### src/verilog/scpad_pkg.sv
`default_nettype none

package scpad_pkg;

    ////////////////////////////////////////////////
    // Sizes
    ////////////////////////////////////////////////

    parameter int NUM_SCPADS = 2;
    parameter int NUM_COLS   = 4;
    parameter int ROWS       = 64;
    parameter int ROW_W      = $clog2(ROWS);
    parameter int DATA_W     = 16;
    parameter int ID_W       = 4;
    // Keep at least one bit even for a single scratchpad
    parameter int SCPAD_W    = (NUM_SCPADS > 1) ? $clog2(NUM_SCPADS) : 1;

    ////////////////////////////////////////////////
    // Request, response and tag types
    ////////////////////////////////////////////////

    typedef logic [NUM_COLS-1:0] col_mask_t;

    // Column 0 sits in the low DATA_W bits
    typedef logic [NUM_COLS-1:0][DATA_W-1:0] line_t;

    typedef struct packed {
        logic [SCPAD_W-1:0] scpad_id;
        logic [ROW_W-1:0]   row;
        col_mask_t          enable_mask;
        logic [ID_W-1:0]    int_id;
    } sram_r_req_t;

    typedef struct packed {
        logic [SCPAD_W-1:0] scpad_id;
        logic [ROW_W-1:0]   row;
        col_mask_t          enable_mask;
        logic [ID_W-1:0]    int_id;
        line_t              wdata;
    } sram_w_req_t;

    typedef struct packed {
        logic [ID_W-1:0] int_id;
        line_t           rdata;
    } sram_r_res_t;

    typedef struct packed {
        logic [ID_W-1:0] int_id;
    } sram_w_res_t;

    // One outstanding access per scratchpad and direction
    typedef struct packed {
        logic            valid;
        logic [ID_W-1:0] int_id;
        col_mask_t       mask;
    } inflight_tag_t;

endpackage

`default_nettype wire

### src/verilog/pipe_reg.sv
`timescale 1ns/100ps
`default_nettype none

module pipe_reg #(
    parameter type T = logic
) (
    input  wire logic clk,
    input  wire logic n_rst,
    input  wire logic in_valid,
    output logic      in_ready,
    input  wire T     in_data,
    output logic      out_valid,
    input  wire logic out_ready,
    output T          out_data
);

    logic full;
    logic live;
    T     data_q;

    // Readiness starts one cycle after reset is released
    assign in_ready  = live && (!full || out_ready);
    assign out_valid = full;
    assign out_data  = data_q;

    always_ff @(posedge clk, negedge n_rst) begin
        if (!n_rst) begin
            live <= 1'b0;
            full <= 1'b0;
        end else begin
            live <= 1'b1;
            if (in_ready) begin
                full <= in_valid;
            end
        end
    end

    always_ff @(posedge clk) begin
        if (in_valid && in_ready) begin
            data_q <= in_data;
        end
    end

endmodule

`default_nettype wire

### src/verilog/scpad_arbiter.sv
`timescale 1ns/100ps
`default_nettype none

module scpad_arbiter (
    input  wire logic                    clk,
    input  wire logic                    n_rst,
    input  wire logic                    rd_req_valid,
    output logic                         rd_req_ready,
    input  wire scpad_pkg::sram_r_req_t  rd_req,
    input  wire logic                    wr_req_valid,
    output logic                         wr_req_ready,
    input  wire scpad_pkg::sram_w_req_t  wr_req,
    output logic                         iss_rd_valid,
    input  wire logic                    iss_rd_ready,
    output scpad_pkg::sram_r_req_t       iss_rd,
    output logic                         iss_wr_valid,
    input  wire logic                    iss_wr_ready,
    output scpad_pkg::sram_w_req_t       iss_wr
);
    import scpad_pkg::*;

    logic wr_held_valid;
    logic wr_drain;
    logic conflict;

    pipe_reg #(.T(sram_r_req_t)) u_rd_slice (
        .clk       (clk),
        .n_rst     (n_rst),
        .in_valid  (rd_req_valid),
        .in_ready  (rd_req_ready),
        .in_data   (rd_req),
        .out_valid (iss_rd_valid),
        .out_ready (iss_rd_ready),
        .out_data  (iss_rd)
    );

    pipe_reg #(.T(sram_w_req_t)) u_wr_slice (
        .clk       (clk),
        .n_rst     (n_rst),
        .in_valid  (wr_req_valid),
        .in_ready  (wr_req_ready),
        .in_data   (wr_req),
        .out_valid (wr_held_valid),
        .out_ready (wr_drain),
        .out_data  (iss_wr)
    );

    ////////////////////////////////////////////////
    // Read before write on a bank conflict
    ////////////////////////////////////////////////

    // Same scratchpad and row with at least one shared column
    assign conflict = iss_rd_valid && wr_held_valid
                   && (iss_rd.scpad_id == iss_wr.scpad_id)
                   && (iss_rd.row == iss_wr.row)
                   && |(iss_rd.enable_mask & iss_wr.enable_mask);

    // Write stays parked until the read has left the slice
    assign iss_wr_valid = wr_held_valid && !conflict;
    assign wr_drain     = iss_wr_ready && !conflict;

endmodule

`default_nettype wire

### config.mk
export PLATFORM = sky130hd
export DESIGN_NAME = scpad_arbiter
export DESIGN_NICKNAME = d
export VERILOG_FILES = /design/src/verilog/scpad_pkg.sv /design/src/verilog/pipe_reg.sv /design/src/verilog/scpad_arbiter.sv
export SDC_FILE = /design/constraint.sdc
export NUM_CORES = 1
export LEC_CHECK = 0
export BUFFER_PORTS_ARGS = -buffer_cell sky130_fd_sc_hd__buf_2
export CAP_MARGIN = 0
export CORE_UTILIZATION = 37
export CTS_BUF_LIST = sky130_fd_sc_hd__clkbuf_2
export CTS_CLUSTER_DIAMETER = 100
export DETAILED_ROUTE_END_ITERATION = 6
export MAX_ROUTING_LAYER = met4
export PLACE_DENSITY = 0.74
export SYNTH_ARGS = -nofsm -noshare
export SYNTH_HDL_FRONTEND = slang
export SYNTH_SLANG_ARGS = --single-unit
### constraint.sdc
create_clock -name clk -period 3.3 [get_ports clk]
set_clock_uncertainty 0.15 [all_clocks]
set_input_delay 0.825 -clock clk [delete_from_list [all_inputs] [get_ports clk]]
set_output_delay 0.825 -clock clk [all_outputs]
set_load 0.1 [all_outputs]
### Word level (Yosys, flattened, before mapping)

Index checks and enable logic that the tools add are counted.

| operators by class | value |
|---|---|
| equal/unequal tests | 2 |
| bitwise operators | 1 |
| reductions and logical operators | 16 |

Operators with widths:

| cell | number |
|---|---|
| $logic_and A1 B1 Y1 | 10 |
| $eq A6 B6 Y1 | 1 |
| $and A4 B4 Y4 | 1 |
| $reduce_or A4 Y1 | 1 |
| $logic_not A1 Y1 | 3 |
| $logic_or A1 B1 Y1 | 2 |
| $eq A1 B1 Y1 | 1 |

| storage, ports and cells | value |
|---|---|
| register bits | 97 |
| input bits | 100 |
| output and inout bits | 98 |

### Logic depth before layout (Yosys ltp)

| depth | value |
|---|---|
| depth after elaboration | 9 |
| mapped depth | 4 |
| depth with buffers taken out | 4 |

### Modules after synthesis

From an unflattened synthesis, not the netlist that was laid out.

| second synthesis, totals | value |
|---|---|
| cells, all modules | 128 |
| area, all modules | 3118.0 um^2 |

Modules (own cells, without submodules):

| module | times used | cells each | area each (um^2) | seq. area each (um^2) |
|---|---|---|---|---|
| pipe_reg (u_wr_slice) | 1 | 88 | 2458.6 | 2422.3 |
| pipe_reg (u_rd_slice) | 1 | 24 | 536.8 | 500.5 |
| scpad_arbiter | 1 | 16 | 122.6 | 0.0 |

### Least setup slack after synthesis

OpenSTA, ideal clock, no wires.

| path | value |
|---|---|
| path type | register to output |
| from | register u_wr_slice.data_q, in the netlist u_wr_slice.out_data[72] |
| to | output iss_wr_valid |
| data arrival time | 2918 ps |
| setup slack | -593 ps |
| stages on the path, launching flop included | 4 |
| path buffers | 0 |
| cell sequence | edfxtp_1 -> xor2_1 -> a211oi_2 -> a31oi_1 |

| on the way | value |
|---|---|
| longest elaborated chain between the ends | 5 |

RTL lines:

| what | line | RTL |
|---|---|---|
| start: declaration | pipe_reg.sv:19 | `T data_q;` |
| start signal: assignment | pipe_reg.sv:40 | `data_q <= in_data;` |
| $eq A6 B6 Y1 | scpad_arbiter.sv:55 | `&& (iss_rd.row == iss_wr.row)` |
| $logic_and A1 B1 Y1 | scpad_arbiter.sv:55 |  |
| $logic_and A1 B1 Y1 | scpad_arbiter.sv:56 | `&& \|(iss_rd.enable_mask & iss_wr.enable_mask);` |
| $logic_not A1 Y1 | scpad_arbiter.sv:59 | `assign iss_wr_valid = wr_held_valid && !conflict;` |
| $logic_and A1 B1 Y1 | scpad_arbiter.sv:59 |  |
| end: declaration | scpad_arbiter.sv:16 | `output logic iss_wr_valid,` |

Every way passes these cells.

### Worst setup path after layout

| path | value |
|---|---|
| from | register u_wr_slice.data_q, in the netlist u_wr_slice.out_data[73] |
| to | output wr_req_ready |

| on the way | value |
|---|---|
| longest elaborated chain between the ends | 7 |

RTL lines:

| what | line | RTL |
|---|---|---|
| $eq A6 B6 Y1 | scpad_arbiter.sv:55 |  |
| $logic_and A1 B1 Y1 | scpad_arbiter.sv:55 |  |
| $logic_and A1 B1 Y1 | scpad_arbiter.sv:56 |  |
| $logic_not A1 Y1 | scpad_arbiter.sv:60 | `assign wr_drain = iss_wr_ready && !conflict;` |
| $logic_and A1 B1 Y1 | scpad_arbiter.sv:60 |  |
| $logic_or A1 B1 Y1 | pipe_reg.sv:22 | `assign in_ready = live && (!full \|\| out_ready);` |
| $logic_and A1 B1 Y1 | pipe_reg.sv:22 |  |
| end: declaration | scpad_arbiter.sv:11 | `output logic wr_req_ready,` |

Every way passes these cells.

==> impl_metrics.py <==
metrics = {
    "power_and_ir_drop": {
        "pwr-share-clk_pct": 24.3,
        "seq_power_share_pct": 55.3,
        "p_int_w": 0.00175,
        "leakage_nw": 1.88,
        "pwr-share-comb_pct": 20.4,
        "ir_worst_vdd_mv": 0.310,
        "p_switching_w": 0.000834,
        "p_sw_share_pct": 32.2,
        "powerDensity_nw_per_um2": 589,
    },
    "synth": {
        "synth.top_cell.area_share_pct": 91.4,
        "synth-seq-area-share_pct": 93.8,
        "synth_area_leader_cell": "edfxtp_1",
        "ys_ff_latch": 97,
        "syn_avg_cell_area_sq_um": 24.9,
        "yosys_warnings": 0,
        "netlist_area_sq_um": 3090,
        "synth.area.top_cells": "edfxtp_1 91%, dfrtp_1 2.4%, xor2_1 2.0%",
        "netlist_instances": 124,
        "ys_types": 19,
        "syn-num-nets": 224,
    },
    "layout": {
        "final_common_cell": "buf_2",
        "layout_common_cells": "196 x buf_2, 94 x edfxtp_1, 9 x clkbuf_2",
        "layout.nets": 436,
        "drive_above_1_share_pct": 64.4,
        "regArea_sq_um": 2900,
        "final_cell_count_no_fill": 442,
        "syn_to_final_growth_pct": 42.3,
        "multi_input_comb_area_sq_um": 186,
        "antenna_cells": 0,
        "fillCellCount": 635,
        "fin_util_pct": 55.7,
    },
    "sta": {
        "rsz0062_at_grt": "false",
        "timing.final.crit_share_pct": 93.0,
        "drv_slew": 0,
        "fmax_mhz": 326,
        "period_needed_ps": 3070,
        "hold_viol": 0,
        "finalSetupViolCount": 0,
        "fin_tns_setup_ps": 0,
    },
    "drt": {
        "via_per_inst": 4.41,
        "drt_pre_antenna_iters": 4,
        "detailroute.via_count": 1951,
        "wl_microns": 6920,
        "drt-initial-drc-count": 42,
        "drc": 0,
        "wl_per_cell_microns": 15.7,
        "ant_nets": 0,
    },
    "floorplan": {
        "core_sq_um": 7890,
        "die_y_microns": 93.4,
        "die_x_microns": 93.4,
        "dieArea_sq_um": 8720,
        "initial_core_util_pct": 39.2,
        "ioPinCount": 198,
        "num_rows": 32,
    },
    "placed_design": {
        "dp_hpwl_microns": 5170,
        "gp_congestion": 0.728,
        "dpl.cell_count": 425,
        "io_buffers": 197,
    },
    "clock_network": {
        "cts_sinks": 97,
        "cts_tree": "done",
        "cts_made_buffers": 9,
        "clk_latency_ps": 510,
        "clk_pin_slew_ps": 260,
        "cts_root_buf": "clkbuf_2",
        "cts_buffer_depth": 2,
        "htree_num_levels": 3,
    },
    "global_routing": {
        "grt-ovfl-total": 0,
        "grt_pass1_vias": 2050,
        "antenna_found_initial": 0,
        "grt_util_all_layers_pct": 16.1,
        "grt_max_degree": 80,
        "grt_pass1_wl_microns": 9740,
    },
    "critical_path": {
        "slowest_delay_ps": 450,
        "cp_cell_sequence": "xor2_1 -> nor4_2 -> nand3_1 -> and3_1 -> buf_4",
        "critPathMaxFanout": 3,
        "path_buf_inv": 1,
        "slowest_stage": "edfxtp_1",
        "start_kind": "register",
        "cp.arrival_ps": 2090,
        "path_delay_family": "simple AND/OR/NAND/NOR gates",
        "worst_r2r_path_depth": 5,
        "cp.depth": 5,
        "cp.required_ps": 2320,
        "path_class": "register to output port",
        "end_kind": "output port",
    },
    "run_status": {
        "status": "finished clean",
    },
    "job": {
        "drv_cap": 0,
    },
    "worst_hold_path": {
        "min_path_type": "primary input to register",
        "hold_depth": 1,
    },
}
[state kept, by name, indices dropped and copies added, names as in the netlist]
| register | cells |
|---|---|
| u_wr_slice.live | 1 |
| u_wr_slice.out_valid | 1 |
| u_rd_slice.out_data | 15 |
| u_rd_slice.out_valid | 1 |
| u_wr_slice.out_data | 79 |
[worst paths after layout]
check | slack (ps) | endpoint | start
max | 230 | wr_req_ready | u_wr_slice.out_data[73]
min | 310 | u_wr_slice.out_data[5] | wr_req[5]
min in group asynchronous | 480 | u_wr_slice.out_valid | n_rst
min reg2reg | 420 | u_rd_slice.out_valid | u_rd_slice.out_valid
max in group asynchronous | 2420 | u_wr_slice.live | n_rst
max reg2reg | 1250 | u_wr_slice.out_data[33] | u_wr_slice.out_data[73]
[area by class of cell]
class | count | share of cell area [%]
sequential | 97 | 65.9
timing repair buffer | 201 | 23.5
multi-input combinational | 23 | 4.24
tap | 102 | 2.90
clock inverter | 6 | 2.05
clock buffer | 9 | 1.02
inverter | 4 | 0.342
[cells in the mapped netlist, drive strengths merged]
cell type,number
nand2,1
nor4,1
conb,1
a211oi,1
and3b,1
o21ai,1
nand2b,1
nand3,1
xor2,7
dfrtp,3
a31oi,1
edfxtp,94
inv,4
nor3,1
nor2,1
a22oi,2
a21o,1
o2111ai,1
and3,1
[stage by stage]
step / area, sq um / setup WS (ps) / hold slack, ps / power [W]
after floorplan: 3100 / 75.5 / 347 / 0.00187
after detailed placement: 4240 / 700 / 377 / 0.00199
after global placement: 4240 / 732 / 336 / 0.00198
after CTS: 4390 / 46.7 / 244 / 0.00262
final: 4400 / 232 / 305 / 0.00259
after global routing: 4400 / 0.365 / 215 / 0.00268
[power by group through the flow]
stage	clock network, W	logic [W]	registers (W)
finish	0.000628	0.000529	0.00143
global placement	0	0.000525	0.00146
floorplan	0	0.0000636	0.00180
CTS	0.000656	0.000529	0.00143
detailed placement	0	0.000528	0.00146
global route	0.000696	0.000545	0.00144
[cell families after synthesis]
family | after synthesis | share of synthesized area, %
AOI/OAI and AO/OA | 7 | 1.78
buffers and inverters | 4 | 0.486
other | 1 | 0.121
and+or+nand+nor | 8 | 1.82
xor gates and xnor gates | 7 | 1.98
DFF | 97 | 93.8
[repair_timing]
action,CTS,global route
hold endpoints to repair,3,0
resized for setup,0,2
buffers inserted,0,1
endpoints found under the setup margin,0,1
hold buffers,1,0
[layer usage]
layer / wire length, microns / GRT usage (%)
met2: 3480 / 27.0
met5: 0 / -
met1: 2430 / 16.4
met4: 87 / 5.38
met3: 924 / 8.05
No activity file was read; power rests on OpenSTA's default activity.
