File: config.mk
export PLATFORM = sky130hd
export DESIGN_NAME = scpad_bank_ctrl
export DESIGN_NICKNAME = d
export VERILOG_FILES = /design/src/verilog/scpad_pkg.sv /design/src/verilog/scpad_bank_ctrl.sv
export SDC_FILE = /design/constraint.sdc
export NUM_CORES = 1
export LEC_CHECK = 0
export BUFFER_PORTS_ARGS = -buffer_cell sky130_fd_sc_hd__buf_4
export CORE_AREA = 2 2 189 191
export CTS_CLUSTER_SIZE = 24
export DETAILED_ROUTE_END_ITERATION = 7
export DIE_AREA = 0 0 191 193
export PLACE_DENSITY = 0.65
export RECOVER_POWER = 100
export SLEW_MARGIN = 20
export SYNTH_ARGS = -nofsm -noshare
export SYNTH_HDL_FRONTEND = slang
export SYNTH_SLANG_ARGS = --single-unit
File: constraint.sdc
create_clock -name clk -period 14.75 [get_ports clk]
set_clock_uncertainty 0.15 [all_clocks]
set_input_delay 0.7375 -clock clk [delete_from_list [all_inputs] [get_ports clk]]
set_output_delay 0.7375 -clock clk [all_outputs]
set_load 0.005 [all_outputs]
File: src/verilog/scpad_pkg.sv
`default_nettype none

package scpad_pkg;

    ////////////////////////////////////////////////
    // Sizes
    ////////////////////////////////////////////////

    parameter int NUM_SCPADS = 2;
    parameter int NUM_COLS   = 4;
    parameter int ROWS       = 64;
    parameter int ROW_W      = $clog2(ROWS);
    parameter int DATA_W     = 16;
    parameter int ID_W       = 4;
    // Keep at least one bit even for a single scratchpad
    parameter int SCPAD_W    = (NUM_SCPADS > 1) ? $clog2(NUM_SCPADS) : 1;

    ////////////////////////////////////////////////
    // Request, response and tag types
    ////////////////////////////////////////////////

    typedef logic [NUM_COLS-1:0] col_mask_t;

    // Column 0 sits in the low DATA_W bits
    typedef logic [NUM_COLS-1:0][DATA_W-1:0] line_t;

    typedef struct packed {
        logic [SCPAD_W-1:0] scpad_id;
        logic [ROW_W-1:0]   row;
        col_mask_t          enable_mask;
        logic [ID_W-1:0]    int_id;
    } sram_r_req_t;

    typedef struct packed {
        logic [SCPAD_W-1:0] scpad_id;
        logic [ROW_W-1:0]   row;
        col_mask_t          enable_mask;
        logic [ID_W-1:0]    int_id;
        line_t              wdata;
    } sram_w_req_t;

    typedef struct packed {
        logic [ID_W-1:0] int_id;
        line_t           rdata;
    } sram_r_res_t;

    typedef struct packed {
        logic [ID_W-1:0] int_id;
    } sram_w_res_t;

    // One outstanding access per scratchpad and direction
    typedef struct packed {
        logic            valid;
        logic [ID_W-1:0] int_id;
        col_mask_t       mask;
    } inflight_tag_t;

endpackage

`default_nettype wire

File: src/verilog/scpad_bank_ctrl.sv
`timescale 1ns/100ps
`default_nettype none

module scpad_bank_ctrl (
    input  wire logic                                            clk,
    input  wire logic                                            n_rst,
    input  wire logic                                            iss_rd_valid,
    output logic                                                 iss_rd_ready,
    input  wire scpad_pkg::sram_r_req_t                          iss_rd,
    input  wire logic                                            iss_wr_valid,
    output logic                                                 iss_wr_ready,
    input  wire scpad_pkg::sram_w_req_t                          iss_wr,
    output scpad_pkg::col_mask_t [scpad_pkg::NUM_SCPADS-1:0]     ren,
    output scpad_pkg::col_mask_t [scpad_pkg::NUM_SCPADS-1:0]     wen,
    output logic [scpad_pkg::NUM_SCPADS-1:0][scpad_pkg::ROW_W-1:0] raddr,
    output logic [scpad_pkg::NUM_SCPADS-1:0][scpad_pkg::ROW_W-1:0] waddr,
    output scpad_pkg::line_t [scpad_pkg::NUM_SCPADS-1:0]         wdata,
    input  wire scpad_pkg::col_mask_t [scpad_pkg::NUM_SCPADS-1:0] rdone,
    input  wire scpad_pkg::col_mask_t [scpad_pkg::NUM_SCPADS-1:0] wdone,
    input  wire scpad_pkg::line_t [scpad_pkg::NUM_SCPADS-1:0]    rdata,
    output logic                                                 rd_res_valid,
    input  wire logic                                            rd_res_ready,
    output scpad_pkg::sram_r_res_t                               rd_res,
    output logic                                                 wr_res_valid,
    input  wire logic                                            wr_res_ready,
    output scpad_pkg::sram_w_res_t                               wr_res
);
    import scpad_pkg::*;

    inflight_tag_t [NUM_SCPADS-1:0] r_tag, w_tag;
    logic [NUM_SCPADS-1:0]          r_cmp, w_cmp, r_done, w_done, r_cand, w_cand;
    line_t [NUM_SCPADS-1:0]         r_buf;
    logic                           rd_fire, wr_fire, r_pick_ok, w_pick_ok, r_load, w_load;
    logic [SCPAD_W-1:0]             r_pick, w_pick, r_res_idx, w_res_idx;
    line_t                          r_pick_data;

    function automatic line_t mask_line(input line_t d, input col_mask_t m);
        line_t res;
        for (int c = 0; c < NUM_COLS; c++) begin
            res[c] = m[c] ? d[c] : '0;
        end
        return res;
    endfunction

    ////////////////////////////////////////////////
    // Issue into free slots
    ////////////////////////////////////////////////

    assign iss_rd_ready = !r_tag[iss_rd.scpad_id].valid;
    assign iss_wr_ready = !w_tag[iss_wr.scpad_id].valid;
    assign rd_fire      = iss_rd_valid && iss_rd_ready;
    assign wr_fire      = iss_wr_valid && iss_wr_ready;

    always_comb begin
        for (int s = 0; s < NUM_SCPADS; s++) begin
            ren[s]   = (rd_fire && iss_rd.scpad_id == SCPAD_W'(s)) ? iss_rd.enable_mask : '0;
            wen[s]   = (wr_fire && iss_wr.scpad_id == SCPAD_W'(s)) ? iss_wr.enable_mask : '0;
            raddr[s] = iss_rd.row;
            waddr[s] = iss_wr.row;
            wdata[s] = iss_wr.wdata;
            r_done[s] = r_tag[s].valid && |(rdone[s] & r_tag[s].mask);
            w_done[s] = w_tag[s].valid && |(wdone[s] & w_tag[s].mask);
            // The slot already held in the response register is not offered again
            r_cand[s] = (r_cmp[s] || r_done[s]) && !(rd_res_valid && r_res_idx == SCPAD_W'(s));
            w_cand[s] = (w_cmp[s] || w_done[s]) && !(wr_res_valid && w_res_idx == SCPAD_W'(s));
        end
    end

    // Lowest scratchpad index wins
    always_comb begin
        r_pick_ok = 1'b0;
        w_pick_ok = 1'b0;
        r_pick    = '0;
        w_pick    = '0;
        for (int s = NUM_SCPADS - 1; s >= 0; s--) begin
            if (r_cand[s]) begin
                r_pick_ok = 1'b1;
                r_pick    = SCPAD_W'(s);
            end
            if (w_cand[s]) begin
                w_pick_ok = 1'b1;
                w_pick    = SCPAD_W'(s);
            end
        end
    end

    // A completion arriving this cycle bypasses its buffer
    assign r_pick_data = r_cmp[r_pick] ? r_buf[r_pick]
                                       : mask_line(rdata[r_pick], r_tag[r_pick].mask);
    assign r_load = r_pick_ok && (!rd_res_valid || rd_res_ready);
    assign w_load = w_pick_ok && (!wr_res_valid || wr_res_ready);

    ////////////////////////////////////////////////
    // Slot state and response registers
    ////////////////////////////////////////////////

    always_ff @(posedge clk, negedge n_rst) begin
        if (!n_rst) begin
            r_tag        <= '0;
            w_tag        <= '0;
            r_cmp        <= '0;
            w_cmp        <= '0;
            rd_res_valid <= 1'b0;
            wr_res_valid <= 1'b0;
        end else begin
            for (int s = 0; s < NUM_SCPADS; s++) begin
                if (rd_fire && iss_rd.scpad_id == SCPAD_W'(s)) begin
                    r_tag[s] <= '{valid: 1'b1, int_id: iss_rd.int_id, mask: iss_rd.enable_mask};
                end else if (rd_res_valid && rd_res_ready && r_res_idx == SCPAD_W'(s)) begin
                    r_tag[s].valid <= 1'b0;
                    r_cmp[s]       <= 1'b0;
                end else if (r_done[s]) begin
                    r_cmp[s] <= 1'b1;
                end
                if (wr_fire && iss_wr.scpad_id == SCPAD_W'(s)) begin
                    w_tag[s] <= '{valid: 1'b1, int_id: iss_wr.int_id, mask: iss_wr.enable_mask};
                end else if (wr_res_valid && wr_res_ready && w_res_idx == SCPAD_W'(s)) begin
                    w_tag[s].valid <= 1'b0;
                    w_cmp[s]       <= 1'b0;
                end else if (w_done[s]) begin
                    w_cmp[s] <= 1'b1;
                end
            end
            if (r_load) begin
                rd_res_valid <= 1'b1;
            end else if (rd_res_ready) begin
                rd_res_valid <= 1'b0;
            end
            if (w_load) begin
                wr_res_valid <= 1'b1;
            end else if (wr_res_ready) begin
                wr_res_valid <= 1'b0;
            end
        end
    end

    always_ff @(posedge clk) begin
        for (int s = 0; s < NUM_SCPADS; s++) begin
            if (r_done[s]) begin
                r_buf[s] <= mask_line(rdata[s], r_tag[s].mask);
            end
        end
        if (r_load) begin
            rd_res    <= '{int_id: r_tag[r_pick].int_id, rdata: r_pick_data};
            r_res_idx <= r_pick;
        end
        if (w_load) begin
            wr_res.int_id <= w_tag[w_pick].int_id;
            w_res_idx     <= w_pick;
        end
    end

endmodule

`default_nettype wire

== Word-level counts from Yosys, hierarchy flattened ==
Cells that the tools add are included.

* Bits in registers: 244
* Logic and storage cells: 157
* Bits of input ports: 244

* Order comparisons: 4
* Bitwise operators: 12
* Reduce and logical (&&, ||, !) cells: 58
* Muxes and demuxes: 49

{| class="wikitable"
|+ Operator list
! cell !! number
|-
| 64-bit 2-to-1 mux || 5
|-
| 16-bit 2-to-1 mux || 4
|-
| 9-bit 2-to-1 mux || 4
|-
| 8-bit 2-to-1 mux || 4
|-
| 1-bit 2-to-1 mux || 28
|-
| 1-bit logical AND || 26
|-
| 2-bit nonzero test || 10
|-
| 4-bit bitwise AND || 4
|-
| 4-bit 2-to-1 mux || 4
|-
| 4-bit OR reduction || 4
|-
| 1-bit zero test || 8
|-
| 1-bit by 2-bit < comparator with 1-bit output, second input constant || 4
|-
| 1-bit NOT || 8
|-
| 2-bit AND reduction || 4
|-
| 1-bit logical OR || 6
|}

== Depth between registers and ports, before layout ==
Gate-level depths: netlist of run 1.

* Depth after elaboration: 11
* Depth in mapped cells: 7
* Gate-level depth less buffers: 5

== Worst setup path after synthesis of run 1 ==
Ideal clock, no wire load.

* Path type: input port to flip-flop
* Start point: input rdone[2] (netlist bit)
* End point: register r_res_idx (enable)
* Arrival: 9.427 ns
* Stages: 4
* Setup time: 0.514 ns
* Path slack: 4.658 ns
* Cell sequence: a22oi_1 a21boi_0 nor4_1 o2bb2ai_1

* Cells in the longest elaborated chain, start to end: 7

{| class="wikitable"
|+ RTL lines
! what !! line !! source
|-
| from (decl) || scpad_bank_ctrl.sv:18 || <nowiki>input wire scpad_pkg::col_mask_t [scpad_pkg::NUM_SCPADS-1:0] rdone,</nowiki>
|-
| 4-bit bitwise AND || scpad_bank_ctrl.sv:61 || <nowiki>r_done[s] = r_tag[s].valid && |(rdone[s] & r_tag[s].mask);</nowiki>
|-
| 4-bit OR reduction || scpad_bank_ctrl.sv:61 ||
|-
| 1-bit logical AND || scpad_bank_ctrl.sv:61 ||
|-
| named net r_done[0] || scpad_bank_ctrl.sv:31 || <nowiki>logic [NUM_SCPADS-1:0] r_cmp, w_cmp, r_done, w_done, r_cand, w_cand;</nowiki>
|-
| 1-bit logical OR || scpad_bank_ctrl.sv:64 || <nowiki>r_cand[s] = (r_cmp[s] || r_done[s]) && !(rd_res_valid && r_res_idx == SCPAD_W'(s));</nowiki>
|-
| 1-bit logical AND || scpad_bank_ctrl.sv:64 ||
|-
| 1-bit 2-to-1 mux || scpad_bank_ctrl.sv:76 || <nowiki>if (r_cand[s]) begin</nowiki>
|-
| 1-bit logical AND || scpad_bank_ctrl.sv:90 || <nowiki>assign r_load = r_pick_ok && (!rd_res_valid || rd_res_ready);</nowiki>
|-
| named net r_load || scpad_bank_ctrl.sv:33 || <nowiki>logic rd_fire, wr_fire, r_pick_ok, w_pick_ok, r_load, w_load;</nowiki>
|-
| to (signal assigned) || scpad_bank_ctrl.sv:145 || <nowiki>r_res_idx <= r_pick;</nowiki>
|-
| to (decl) || scpad_bank_ctrl.sv:34 || <nowiki>logic [SCPAD_W-1:0] r_pick, w_pick, r_res_idx, w_res_idx;</nowiki>
|}

The timed path passes the listed nets, and every way through them passes these cells.
A chain may end at the register's enable or synchronous reset.

==> results of run 1 <==
## state kept, by name (all words and copies together), names as in the netlist
name,count
wr_res,4
w_res_idx,1
r_cmp,2
rd_res,68
rd_res_valid,1
r_res_idx,1
r_buf,128
wr_res_valid,1
w_tag,18
r_tag,18
w_cmp,2
## worst min-delay path by stage
stage                     startpoint   endpoint  slack [ns]  depth (start not counted)
after floorplan                n_rst   r_cmp[0]        0.29                          0
after global placement     r_tag[14]  r_tag[14]        0.30                          2
after detailed placement   w_tag[14]  w_tag[14]        0.31                          2
after CTS                      n_rst   w_tag[5]        0.07                          1
after global routing      iss_wr[65]  w_tag[14]        0.23                          3
final                     iss_wr[64]  w_tag[13]        0.24                          3
## layer usage
metal	routed length, um	share of wire	up-vias	track usage
li1	-	-	3261	-
met1	13200	0.39	3419	0.2122
met2	16350	0.48	300	0.2942
met3	3598	0.11	54	0.07385
met4	725	0.021	4	0.04562
met5	27	0.00080	-	0.005305
## final cells by class
class,count,area (sq um)
Antenna cell,2,5.005
Clock buffer,35,799.5
Clock inverter,17,163.9
Fill cell,3315,20710
Inverter,8,37.54
Multi-Input combinational cell,449,3635
Sequential cell,244,7117
Tap cell,461,576.8
Timing Repair Buffer,267,1918
## cells in the final DEF, fill, tap and decap left out, types with 2 or more instances in the layout
master	synthesis	routed
edfxtp_1	202	202
mux2i_1	195	195
buf_4	159	178
and2_0	0	143
clkbuf_4	0	66
dfrtp_1	42	42
nand2_1	30	30
clkbuf_16	0	30
clkbuf_1	15	24
mux2_2	20	18
a21o_1	9	9
nor2_1	7	7
mux2_1	4	6
clkinv_2	0	6
inv_1	8	5
clkinv_1	0	5
a22o_1	4	4
a22oi_1	4	4
o21ai_0	2	3
nor3b_1	3	3
bufinv_16	0	3
clkbuf_8	0	3
diode_2	0	2
clkinvlp_2	0	2
and3_1	2	2
a21oi_1	2	2
o32a_1	2	2
nor4_1	2	2
nor3_1	2	2
nand3_1	2	2
a2bb2oi_1	2	2
clkinv_4	0	2
## report_power, final
part           switching [W]  internal [W]  total (W)
Sequential          0.000187       0.00124    0.00143
Clock               0.000282      0.000435   0.000717
Combinational       0.000636      0.000563    0.00120
## cell families after synthesis
| group | synth area share |
|---|---|
| AOI/OAI and AO/OA | 0.02275 |
| buffers and inverters | 0.1119 |
| DFF | 0.5882 |
| muxes | 0.1836 |
| and+or+nand+nor | 0.09358 |
## worst register-to-register path, cell delays in order, from the launching register on
cell and delay [ns]:
dfrtp_1 0.41, clkinvlp_2 1.02, clkbuf_1 2.19, a311oi_1 0.47, a221oi_4 0.37, clkbuf_1 2.65
mux2i_1 0.41
## stage by stage
stage | hold slack (ns) | total power [W] | util | instance area [sq um] | setup slack [ns]
6_report | 0.2426 | 0.003346 | 0.4076 | 14250 | 6.693
5_1_grt | 0.2336 | 0.003548 | 0.4075 | 14250 | 6.098
4_1_cts | 0.07274 | 0.003384 | 0.4112 | 14380 | 10.42
3_5_place_dp | 0.3093 | 0.002661 | 0.3836 | 13410 | 10.40
3_3_place_gp | 0.3032 | 0.002625 | 0.3835 | 13410 | 10.51
2_1_floorplan | 0.2917 | 0.002208 | - | 12100 | 4.658
==> summary.md, run 1 <==
| Metric | Value |
|---|---|
| Run status | complete, but fails checks |
| Failing checks | capacitance limit, slew limit |
| Routed WL | 33,900 um |
| Cell Area, Synth | approximately 12,000 sq um |
| CP Launch Type | flip-flop |
| Post-CTS Setup Inserts | 0 |
| GRT overflow | 0 |
| Syn. warnings | 0 |
| Dpl cells | 1,429 |
| Flops & latches, synth | approximately 240 |
| Critical R2R Launch | r_cmp[0] |
| Synth top area cells | edfxtp_1, mux2i_1, buf_4 |
| Fmax | 124.1 MHz |
| DR pass1 iterations | 4 |
| Clk slew on worst S/H paths | 0.06 ns |
| GR Util All Layers | 0.1771 |
| PortBufs | around 260 |
| Flop-to-flop setup slack | 6.69 ns |
| Vias in the first global route | 7,247 |
| Initial core utilization | 0.3461 |
| Largest net degree at the start of global routing | 67 |
| Post-synth EDFFs | 202 |
| CP Max Fanout | between 40 and 50 |
| Max incr delay on CP | ~2.7 ns |
| H-tree depth | 1 |
| CTS Buf Count | 28 |
| Largest area contributor in the netlist | edfxtp_1 |
| Sequential area share after synthesis | 0.5882 |
| Drt wl/cell | 22.86 um |
| Peak VDD IR | 0.0001309 V |
| Layout Cells excl Fill | about 1,500 |
| Asr flop ratio synth | 0.1721 |
| Top-count cell post-synth | edfxtp_1 |
| CP startpoint | r_cmp[0] |
| Top cells by count, synth | edfxtp_1, mux2i_1, buf_4 |
| Drt first-iter violations | 359 |
| Syn Nets | ~1,100 |
| Leakage Power | 5.813 nW |
| Critical R2R Capture | rd_res[45] |
| Row cnt | 69 |
| CTS tree | yes |
| DIE HEIGHT | 193 um |
| Hold buffers post-CTS | 0 |
| Arrival time worst endpoint | 8.05 ns |
| Unrepaired setup endpoints after global routing | no |
| Tmin final | approximately 8 ns |
| RePlAce Congestion | 0.7809 |
| Die W | 191 um |
| Clock root cell | clkbuf_16 |
| Syn avg cell area | 13.64 sq um |
| DR vias | between 7,000 and 8,000 |
| Crit path kind | reg -> reg |
| Critical path depth | 6 |
| Worst skew pair latency | 0.54 ns |
| Die area | 36,860 sq um |
| Reg2Reg Depth | 6 |
| Remaining DRCs | 0 |
| Synthesis-to-finish area growth | 17.78% |
| Crit share post-route | 0.5462 |
| CP Capture Point | rd_res[45] |
| Hold WC Path Type | in -> reg |
| Top Family by Delay on Critical Path | buffers and inverters |
| Final hold viol count | 0 |
| Worst slew pin tran | 3.998 ns |
| Yosys cell types | 40 |
| Setup_tns | 0 ns |
| Post-detail-place hpwl | 24,790 um |
| Post-synth top flop | edfxtp_1 |
| Layout cells sized above 1 | 0.3049 |
| Post-cts resize count | 0 |
| First-pass GRT wire length | 47,840 um |
| Worst path required time | roughly 15 ns |
| Most frequent CP cell | clkbuf_1 |
| Final #Nets | 1,242 |
| Core Footprint | 34,960 sq um |
| I/O pin count | 488 |
| Crit path max-delay cell type | clkbuf_1 |
| Critical path buffers and inverters | 3 |
| Max-slew violation count | 342 |
| CTS sink cnt | 244 |
| Clock Path Buffers | 3 |
| Vias per cell | 4.746 |
| Max-cap violation count | 9 |
| Slew margin rel. | -1.665 |
| Pwr/cell area | 234.7 nW/um^2 |
| Setup-failing EPs final | 0 |
| Cell count after synthesis | 887 |
| Worst path cell trace | clkinvlp_2 -> clkbuf_1 -> a311oi_1 -> a221oi_4 -> clkbuf_1 -> mux2i_1 |
| Synth top area share | 0.5013 |
| Antenna violations before repair | 4 |
| Critical path endpoint category | flip-flop |
| ANT nets after route | 0 |
(Power assumes the default switching activity.)
==> inputs of run 2 (changes only) <==
Settings changed: CORE_AREA 2 2 189 191 to 2 2 191 193, DIE_AREA 0 0 191 193 to 0 0 193 195, PLACE_DENSITY 0.65 to 0.64.
Clock period 14.75 ns to 8.24 ns, I/O delays scaled along.
==> run 2 against run 1 <==
Net effect: the run still ends with capacitance limit, slew limit left; register-to-register slack worse by 4.3 ns; flip-flop and latch count unchanged; clock power up 69%; die area up 2.1%; non-clock buffer count up 19.
==> summary.md, run 2 (same netlist as run 1, synthesis figures left out) <==
| Metric | Value |
|---|---|
| DR vias | 7,102 (+0.91%) |
| Max reg flops | 128 (unchanged) |
| Final WS setup | 2.363 ns (-4.330 ns) |
| PortBufs | 259 (unchanged) |
| Hold path endpoint | r_buf[105] |
| Dpl cells | 1,431 (+0.14%) |
| Failing checks | capacitance limit, slew limit |
| Core Footprint | 35,400 sq um (+1.2%) |
| Row cnt | 69 (unchanged) |
| CTS tree | yes |
| DR pass1 iterations | 5 (+1) |
| Post-detail-place hpwl | 24,730 um (-0.21%) |
| Final hold viol count | 0 (unchanged) |
| Antenna violations before repair | 1 (-3) |
| Clk slew on worst S/H paths | 0.06 ns (about the same) |
| Slew margin rel. | -1.394 (+0.2717) |
| Clock Path Buffers | 3 (unchanged) |
| Most common cell after layout, fill and taps aside | edfxtp_1 |
| Max incr delay on CP | 2.62 ns (-0.03 ns) |
| Initial core utilization | 0.3419 (-0.004220) |
| Final #Nets | 1,261 (+1.5%) |
| Clock root cell | clkbuf_16 |
| Synthesis-to-finish area growth | 18.60% |
| CP Max Fanout | 37 (-20%) |
| Largest reg by FF count | r_buf |
| Hold WC Path Type | in -> reg |
| Layout Cells excl Fill | 1,500 (+1.1%) |
| Vias in the first global route | 7,441 (+2.7%) |
| Vias per cell | 4.735 (-0.23%) |
| Most frequent cells in the layout | edfxtp_1, mux2i_1, buf_4, and2_0, clkbuf_4 |
| Setup-failing EPs final | 0 (unchanged) |
| Die area | 37,640 sq um (+2.1%) |
| GR Util All Layers | 0.1721 (-0.005053) |
| Drt first-iter violations | 309 (-14%) |
| Critical R2R Capture | rd_res[39] |
| Worst path cell trace | a22o_1 -> o21ai_0 -> clkinvlp_2 -> nor4_1 -> o2bb2ai_1 -> buf_4 |
| I/O pin count | 488 (unchanged) |
| Layout cells sized above 1 | 0.2984 (-0.006538) |
| Reg2Reg Depth | 6 (unchanged) |
| Arrival time worst endpoint | 5.89 ns (-2.16 ns) |
| CTS Buf Count | 28 (unchanged) |
| Peak VDD IR | 0.0002585 V (+97%) |
| Hold path cells | 2 (-1) |
| CTS sink cnt | 244 (unchanged) |
| Max-slew violation count | 183 (-46%) |
| GRT overflow | 0 (unchanged) |
| Hold Crit Start | rdata[105] |
| Fmax | 170.2 MHz (+37%) |
| Critical path endpoint category | flip-flop |
| CP Launch Type | flip-flop |
| Drt wl/cell | 22.57 um (-1.3%) |
| Worst slew pin tran | 3.590 ns (-0.4076 ns) |
| Biggest regs | r_buf x128, rd_res x68 |
| Max-cap violation count | 4 (-5) |
| ANT nets after route | 0 (unchanged) |
| H-tree depth | 1 (unchanged) |
| N_diodes | 0 (-2) |
| Worst skew pair latency | 0.53 ns (about the same) |
| RePlAce Congestion | 0.7484 (-4.2%) |
| Remaining DRCs | 0 (unchanged) |
| DP Worst Slack | 4.082 ns (-6.321 ns) |
| First-pass GRT wire length | 47,770 um (-0.14%) |
| Hold_ws | 0.06237 ns (-0.1802 ns) |
| Largest net degree at the start of global routing | 67 (unchanged) |
| Crit share post-route | 0.7132 (+0.1669) |
| Crit path max-delay cell type | o2bb2ai_1 |
| Worst path required time | 8.25 ns (-6.49 ns) |
| Run status | complete, but fails checks |
| Flop-to-flop setup slack | 2.36 ns (-4.33 ns) |
| Setup_tns | 0 ns (unchanged) |
| Tmin final | 5.877 ns (-2.180 ns) |
| Die W | 193 um (+1.0%) |
| Critical R2R Launch | r_tag[9] |
| Final Power | 0.005854 W (+75%) |
| Crit path kind | reg -> reg |
| DIE HEIGHT | 195 um (+1.0%) |
| Unrepaired setup endpoints after global routing | no |
| Leakage Power | 5.844 nW (+0.53%) |
| Routed WL | 33,850 um (-0.15%) |
| Pwr/cell area | 407.9 nW/um^2 (+74%) |
-- run 2: cell type report --
| cell class | count | area, sq um |
|---|---|---|
| Fill cell | 3388 | 21050 |
| Multi-Input combinational cell | 449 | 3635 |
| Inverter | 8 | 36.28 |
| Clock inverter | 11 | 91.34 |
| Timing Repair Buffer | 286 | 2085 |
| Sequential cell | 244 | 7117 |
| Tap cell | 461 | 576.8 |
| Clock buffer | 41 | 810.8 |
-- run 2: worst max path at each step --
stage	startpoint	end	slack, ns	depth (start not counted)
detailed placement	r_tag[1]	rd_res[41]	4.08	6
floorplan	r_tag[2]	r_res_idx	0.23	4
global route	r_tag[9]	rd_res[39]	1.97	6
global placement	r_tag[3]	rd_res[41]	4.19	6
finish	r_tag[9]	rd_res[39]	2.36	6
CTS	r_tag[3]	rd_res[40]	4.08	6
-- run 2: layer usage --
layer / share of wire / wire length [um] / track usage / vias to the layer above
met1: 0.40 / 13440 / 0.2116 / 3406
met2: 0.49 / 16660 / 0.2931 / 324
met3: 0.085 / 2882 / 0.05104 / 78
met5: 0.0027 / 90 / 0.01724 / -
li1: - / - / - / 3292
met4: 0.023 / 777 / 0.04237 / 2
-- run 2: stage by stage --
stage                     area (sq um)  utilization
final                            14350       0.4054
after global routing             14350       0.4054
after CTS                        14500       0.4096
after detailed placement         13430       0.3793
after global placement           13430       0.3793
after floorplan                  12100            -
-- run 2: critical path: cells and delay by family (launching register included) --
kind	cells	cell delay, ns
compound gates	3	3.17
buf+inv	2	1.22
flops	1	0.77
simple gates	1	0.12
-- run 2: what timing repair did --
item	4_1_cts	5_1_grt
setup buffers	0	0
resized for setup	0	0
hold buffers	17	0
hold endpoints to repair	66	0
setup endpoints to repair	0	0
-- run 2: power breakdown --
part | switching (W) | internal [W] | leakage (nW)
combinational | 0.00116 | 0.000962 | 2.94
clock | 0.000497 | 0.000713 | 0.438
sequential | 0.000314 | 0.00221 | 2.47
==> inputs of run 3 (changes only) <==
Settings changed: ABC_AREA set to 1, CORE_AREA 2 2 191 193 to 2 2 189 191, DIE_AREA 0 0 193 195 to 0 0 191 193, PLACE_DENSITY 0.64 to 0.7.
Clock period 8.24 ns to 5.35 ns, I/O delays scaled along.
==> run 3 against run 2 <==
Net effect: the run still ends with capacitance limit, slew limit left; final area rose by 13%; synthesized cell count rose by 72%; routed wire length rose by 19%; fmax rose by 37%; utilization rose by 6.0 points; flip-flop and latch count did not move; total power rose by 72%; worst setup slack got worse by 1.3 ns; non-clock buffer count rose by 137; register-to-register slack got worse by 1.3 ns; synthesized area rose by 7.1%; largest cell class unchanged; clock power rose by 51%.
==> summary.md, run 3 <==
| Metric | Value |
|---|---|
| Placed Instance Area | 14,050 sq um (+4.7%) |
| Worst path cell trace | nand2_1 -> nand2_1 -> o21ai_0 -> a21oi_4 -> buf_4 -> inv_1 -> a21boi_2 -> buf_12 |
| Unrepaired setup endpoints after global routing | no |
| Drt first-iter violations | 734 (+140%) |
| CTS Buf Count | 28 (unchanged) |
| Largest reg by FF count | r_buf |
| CTS sink cnt | 244 (unchanged) |
| Setup_tns | 0 ns (unchanged) |
| DR vias | 10,610 (+49%) |
| Syn Nets | 1,768 (+56%) |
| Clk slew on worst S/H paths | 0.06 ns (about the same) |
| # fillers | 3,262 (-3.7%) |
| CP Launch Type | flip-flop |
| Clock Path Buffers | 3 (unchanged) |
| Max-cap violation count | 4 (unchanged) |
| Post-detail-place hpwl | 27,330 um (+10%) |
| Slew margin rel. | -0.5335 (+0.8601) |
| Crit share post-route | 0.8040 (+0.09085) |
| Hold path cells | 5 (+3) |
| Hold Crit Start | wdone[1] |
| Most frequent cells in the layout | nand2_1, edfxtp_1, buf_4, inv_1, dlygate4sd3_1 |
| Antenna violations before repair | 2 (+1) |
| Worst slew pin tran | 2.300 ns (-1.290 ns) |
| Arrival time worst endpoint | 4.38 ns (-1.51 ns) |
| Critical path endpoint category | flip-flop |
| Max-slew violation count | 184 (+0.55%) |
| Vias in the first global route | 10,420 (+40%) |
| Failing checks | capacitance limit, slew limit |
| Top-count cell post-synth | nand2_1 |
| Peak VDD IR | 0.0004880 V (+89%) |
| Run status | complete, but fails checks |
| DIE HEIGHT | 193 um (-1.0%) |
| PortBufs | 259 (unchanged) |
| Core Footprint | 34,960 sq um (-1.2%) |
| I/O pin count | 488 (unchanged) |
| Yosys cell types | 21 (-48%) |
| Most frequent CP cell | nand2_1 |
| Worst path required time | 5.43 ns (-2.82 ns) |
| Layout Cells excl Fill | 2,233 (+49%) |
| Worst skew pair latency | 0.55 ns (+0.02 ns) |
| Tmin final | 4.302 ns (-1.575 ns) |
| Clock root cell | clkbuf_16 |
| Final hold viol count | 0 (unchanged) |
| Crit path kind | reg -> reg |
| Hold WC Path Type | in -> reg |
| Routed WL | 40,240 um (+19%) |
| Fmax | 232.5 MHz (+37%) |
| Crit path max-delay cell type | a21boi_2 |
| GR Util All Layers | 0.2112 (+0.03912) |
| Critical R2R Launch | r_tag[9] |
| Final WS setup | 1.048 ns (-1.315 ns) |
| Most common cell after layout, fill and taps aside | nand2_1 |
| Flop-to-flop setup slack | 1.05 ns (-1.31 ns) |
| Post-synth top flop | edfxtp_1 |
| Cell count after synthesis | 1,524 (+72%) |
| RePlAce Congestion | 0.8294 (+11%) |
| Initial core utilization | 0.3705 (+0.02863) |
| Final #Nets | 1,992 (+58%) |
| CP Max Fanout | 70 (+89%) |
| Largest net degree at the start of global routing | 72 (+7.5%) |
| Cell Area, Synth | 12,950 sq um (+7.1%) |
| Layout cells sized above 1 | 0.1689 (-0.1294) |
| Remaining DRCs | 0 (unchanged) |
| ANT nets after route | 0 (unchanged) |
| Flops & latches, synth | 244 (unchanged) |
| Largest area contributor in the netlist | edfxtp_1 |
| Top cells by count, synth | nand2_1, edfxtp_1, inv_1 |
| Biggest regs | r_buf x128, rd_res x68 |
| GRT overflow | 0 (unchanged) |
| Max reg flops | 128 (unchanged) |
| Setup-failing EPs final | 0 (unchanged) |
| CTS tree | yes |
| Post-CTS Setup Inserts | 0 (unchanged) |
| Die area | 36,860 sq um (-2.1%) |
| Final Instance Area | 16,270 sq um (+13%) |
| Reg2Reg Depth | 8 (+2) |
| Row cnt | 69 (unchanged) |
| First-pass GRT wire length | 59,560 um (+25%) |
| Pwr/cell area | 617.3 nW/um^2 (+51%) |
| DR pass1 iterations | 6 (+1) |
| Asr flop ratio synth | 0.1721 (unchanged) |
| H-tree depth | 1 (unchanged) |
| Vias per cell | 4.749 (+0.31%) |
| Dpl cells | 2,032 (+42%) |
| Synthesis-to-finish area growth | 25.58% |
| Hold path endpoint | w_cmp[0] |
| Leakage Power | 8.308 nW (+42%) |
| DP Worst Slack | 1.538 ns (-2.544 ns) |
| Post-synth EDFFs | 202 (unchanged) |
| Syn avg cell area | 8.500 sq um (-38%) |
| Synth top area share | 0.4683 (-0.03302) |
| Die W | 191 um (-1.0%) |
| Syn. warnings | 0 (unchanged) |
| Synth top area cells | edfxtp_1, nand2_1, buf_4 |
| Drt wl/cell | 18.02 um (-20%) |
| Sequential area share after synthesis | 0.5494 (-0.03874) |
| Critical R2R Capture | rd_res[66] |
| Max incr delay on CP | 1.28 ns (-1.34 ns) |
## run 3: what timing repair did
item / 4_1_cts / 5_1_grt
hold buffers: 147 / 0
hold endpoints to repair: 270 / 0
gates resized for setup: 0 / 0
endpoints found under the setup margin: 0 / 0
## run 3: final cells by class
class / instances / area, sq um / area share
antenna: 2 / 5.005 / 0.0003077
clock buffer: 32 / 715.7 / 0.04400
clock inverter: 20 / 163.9 / 0.01008
inverter: 164 / 618.1 / 0.03800
multi-input combinational: 887 / 3628 / 0.2231
sequential: 244 / 7117 / 0.4375
tap: 461 / 576.8 / 0.03546
timing repair buffer: 423 / 3442 / 0.2116
## run 3: critical path, delay by kind of cell, from the launching register on
| family | cells | cell delay, ns |
|---|---|---|
| flip-flops | 1 | 0.75 |
| AO/OA/AOI/OAI | 3 | 1.68 |
| AND/OR/NAND/NOR | 2 | 0.18 |
| buffers and inverters | 3 | 1.17 |
## run 3: logic make-up after synthesis
family	Yosys count	synth area share
AOI/OAI and AO/OA	53	0.02376
buffers and inverters	393	0.1700
DFF	244	0.5494
and+or+nand+nor	834	0.2568
## run 3: worst max path at each step
stage / slack (ns) / to / cells after the start / startpoint
after floorplan: 0.23 / r_res_idx / 9 / r_tag[2]
after global placement: 1.55 / rd_res[66] / 8 / r_tag[9]
after detailed placement: 1.54 / rd_res[66] / 8 / r_tag[9]
after CTS: 1.53 / rd_res[34] / 8 / r_tag[9]
after global routing: 0.72 / rd_res[58] / 9 / r_tag[3]
final: 1.05 / rd_res[66] / 8 / r_tag[9]
## run 3: power breakdown
part	total (W)	switching, W	internal, W
sequential	0.00372	0.000320	0.00340
combinational	0.00449	0.00311	0.00138
clock	0.00183	0.000776	0.00106
total	0.0100	0.00421	0.00584
## run 3: metrics by stage
stage | utilization | hold slack [ns] | power, W
6_report | 0.4652 | 0.05102 | 0.01004
5_1_grt | 0.4651 | 0.07447 | 0.01083
4_1_cts | 0.4691 | 0.02749 | 0.01023
2_1_floorplan | - | -0.1781 | 0.006865
3_5_place_dp | 0.4018 | 0.1389 | 0.008282
3_3_place_gp | 0.4018 | 0.1411 | 0.008175
## run 3: metal layers
metal	up-vias	track usage	part of all wire
li1	5074	-	-
met1	4839	0.2414	0.36
met2	611	0.3514	0.47
met3	79	0.1017	0.14
met4	2	0.05814	0.027
met5	-	0.01592	0.0019
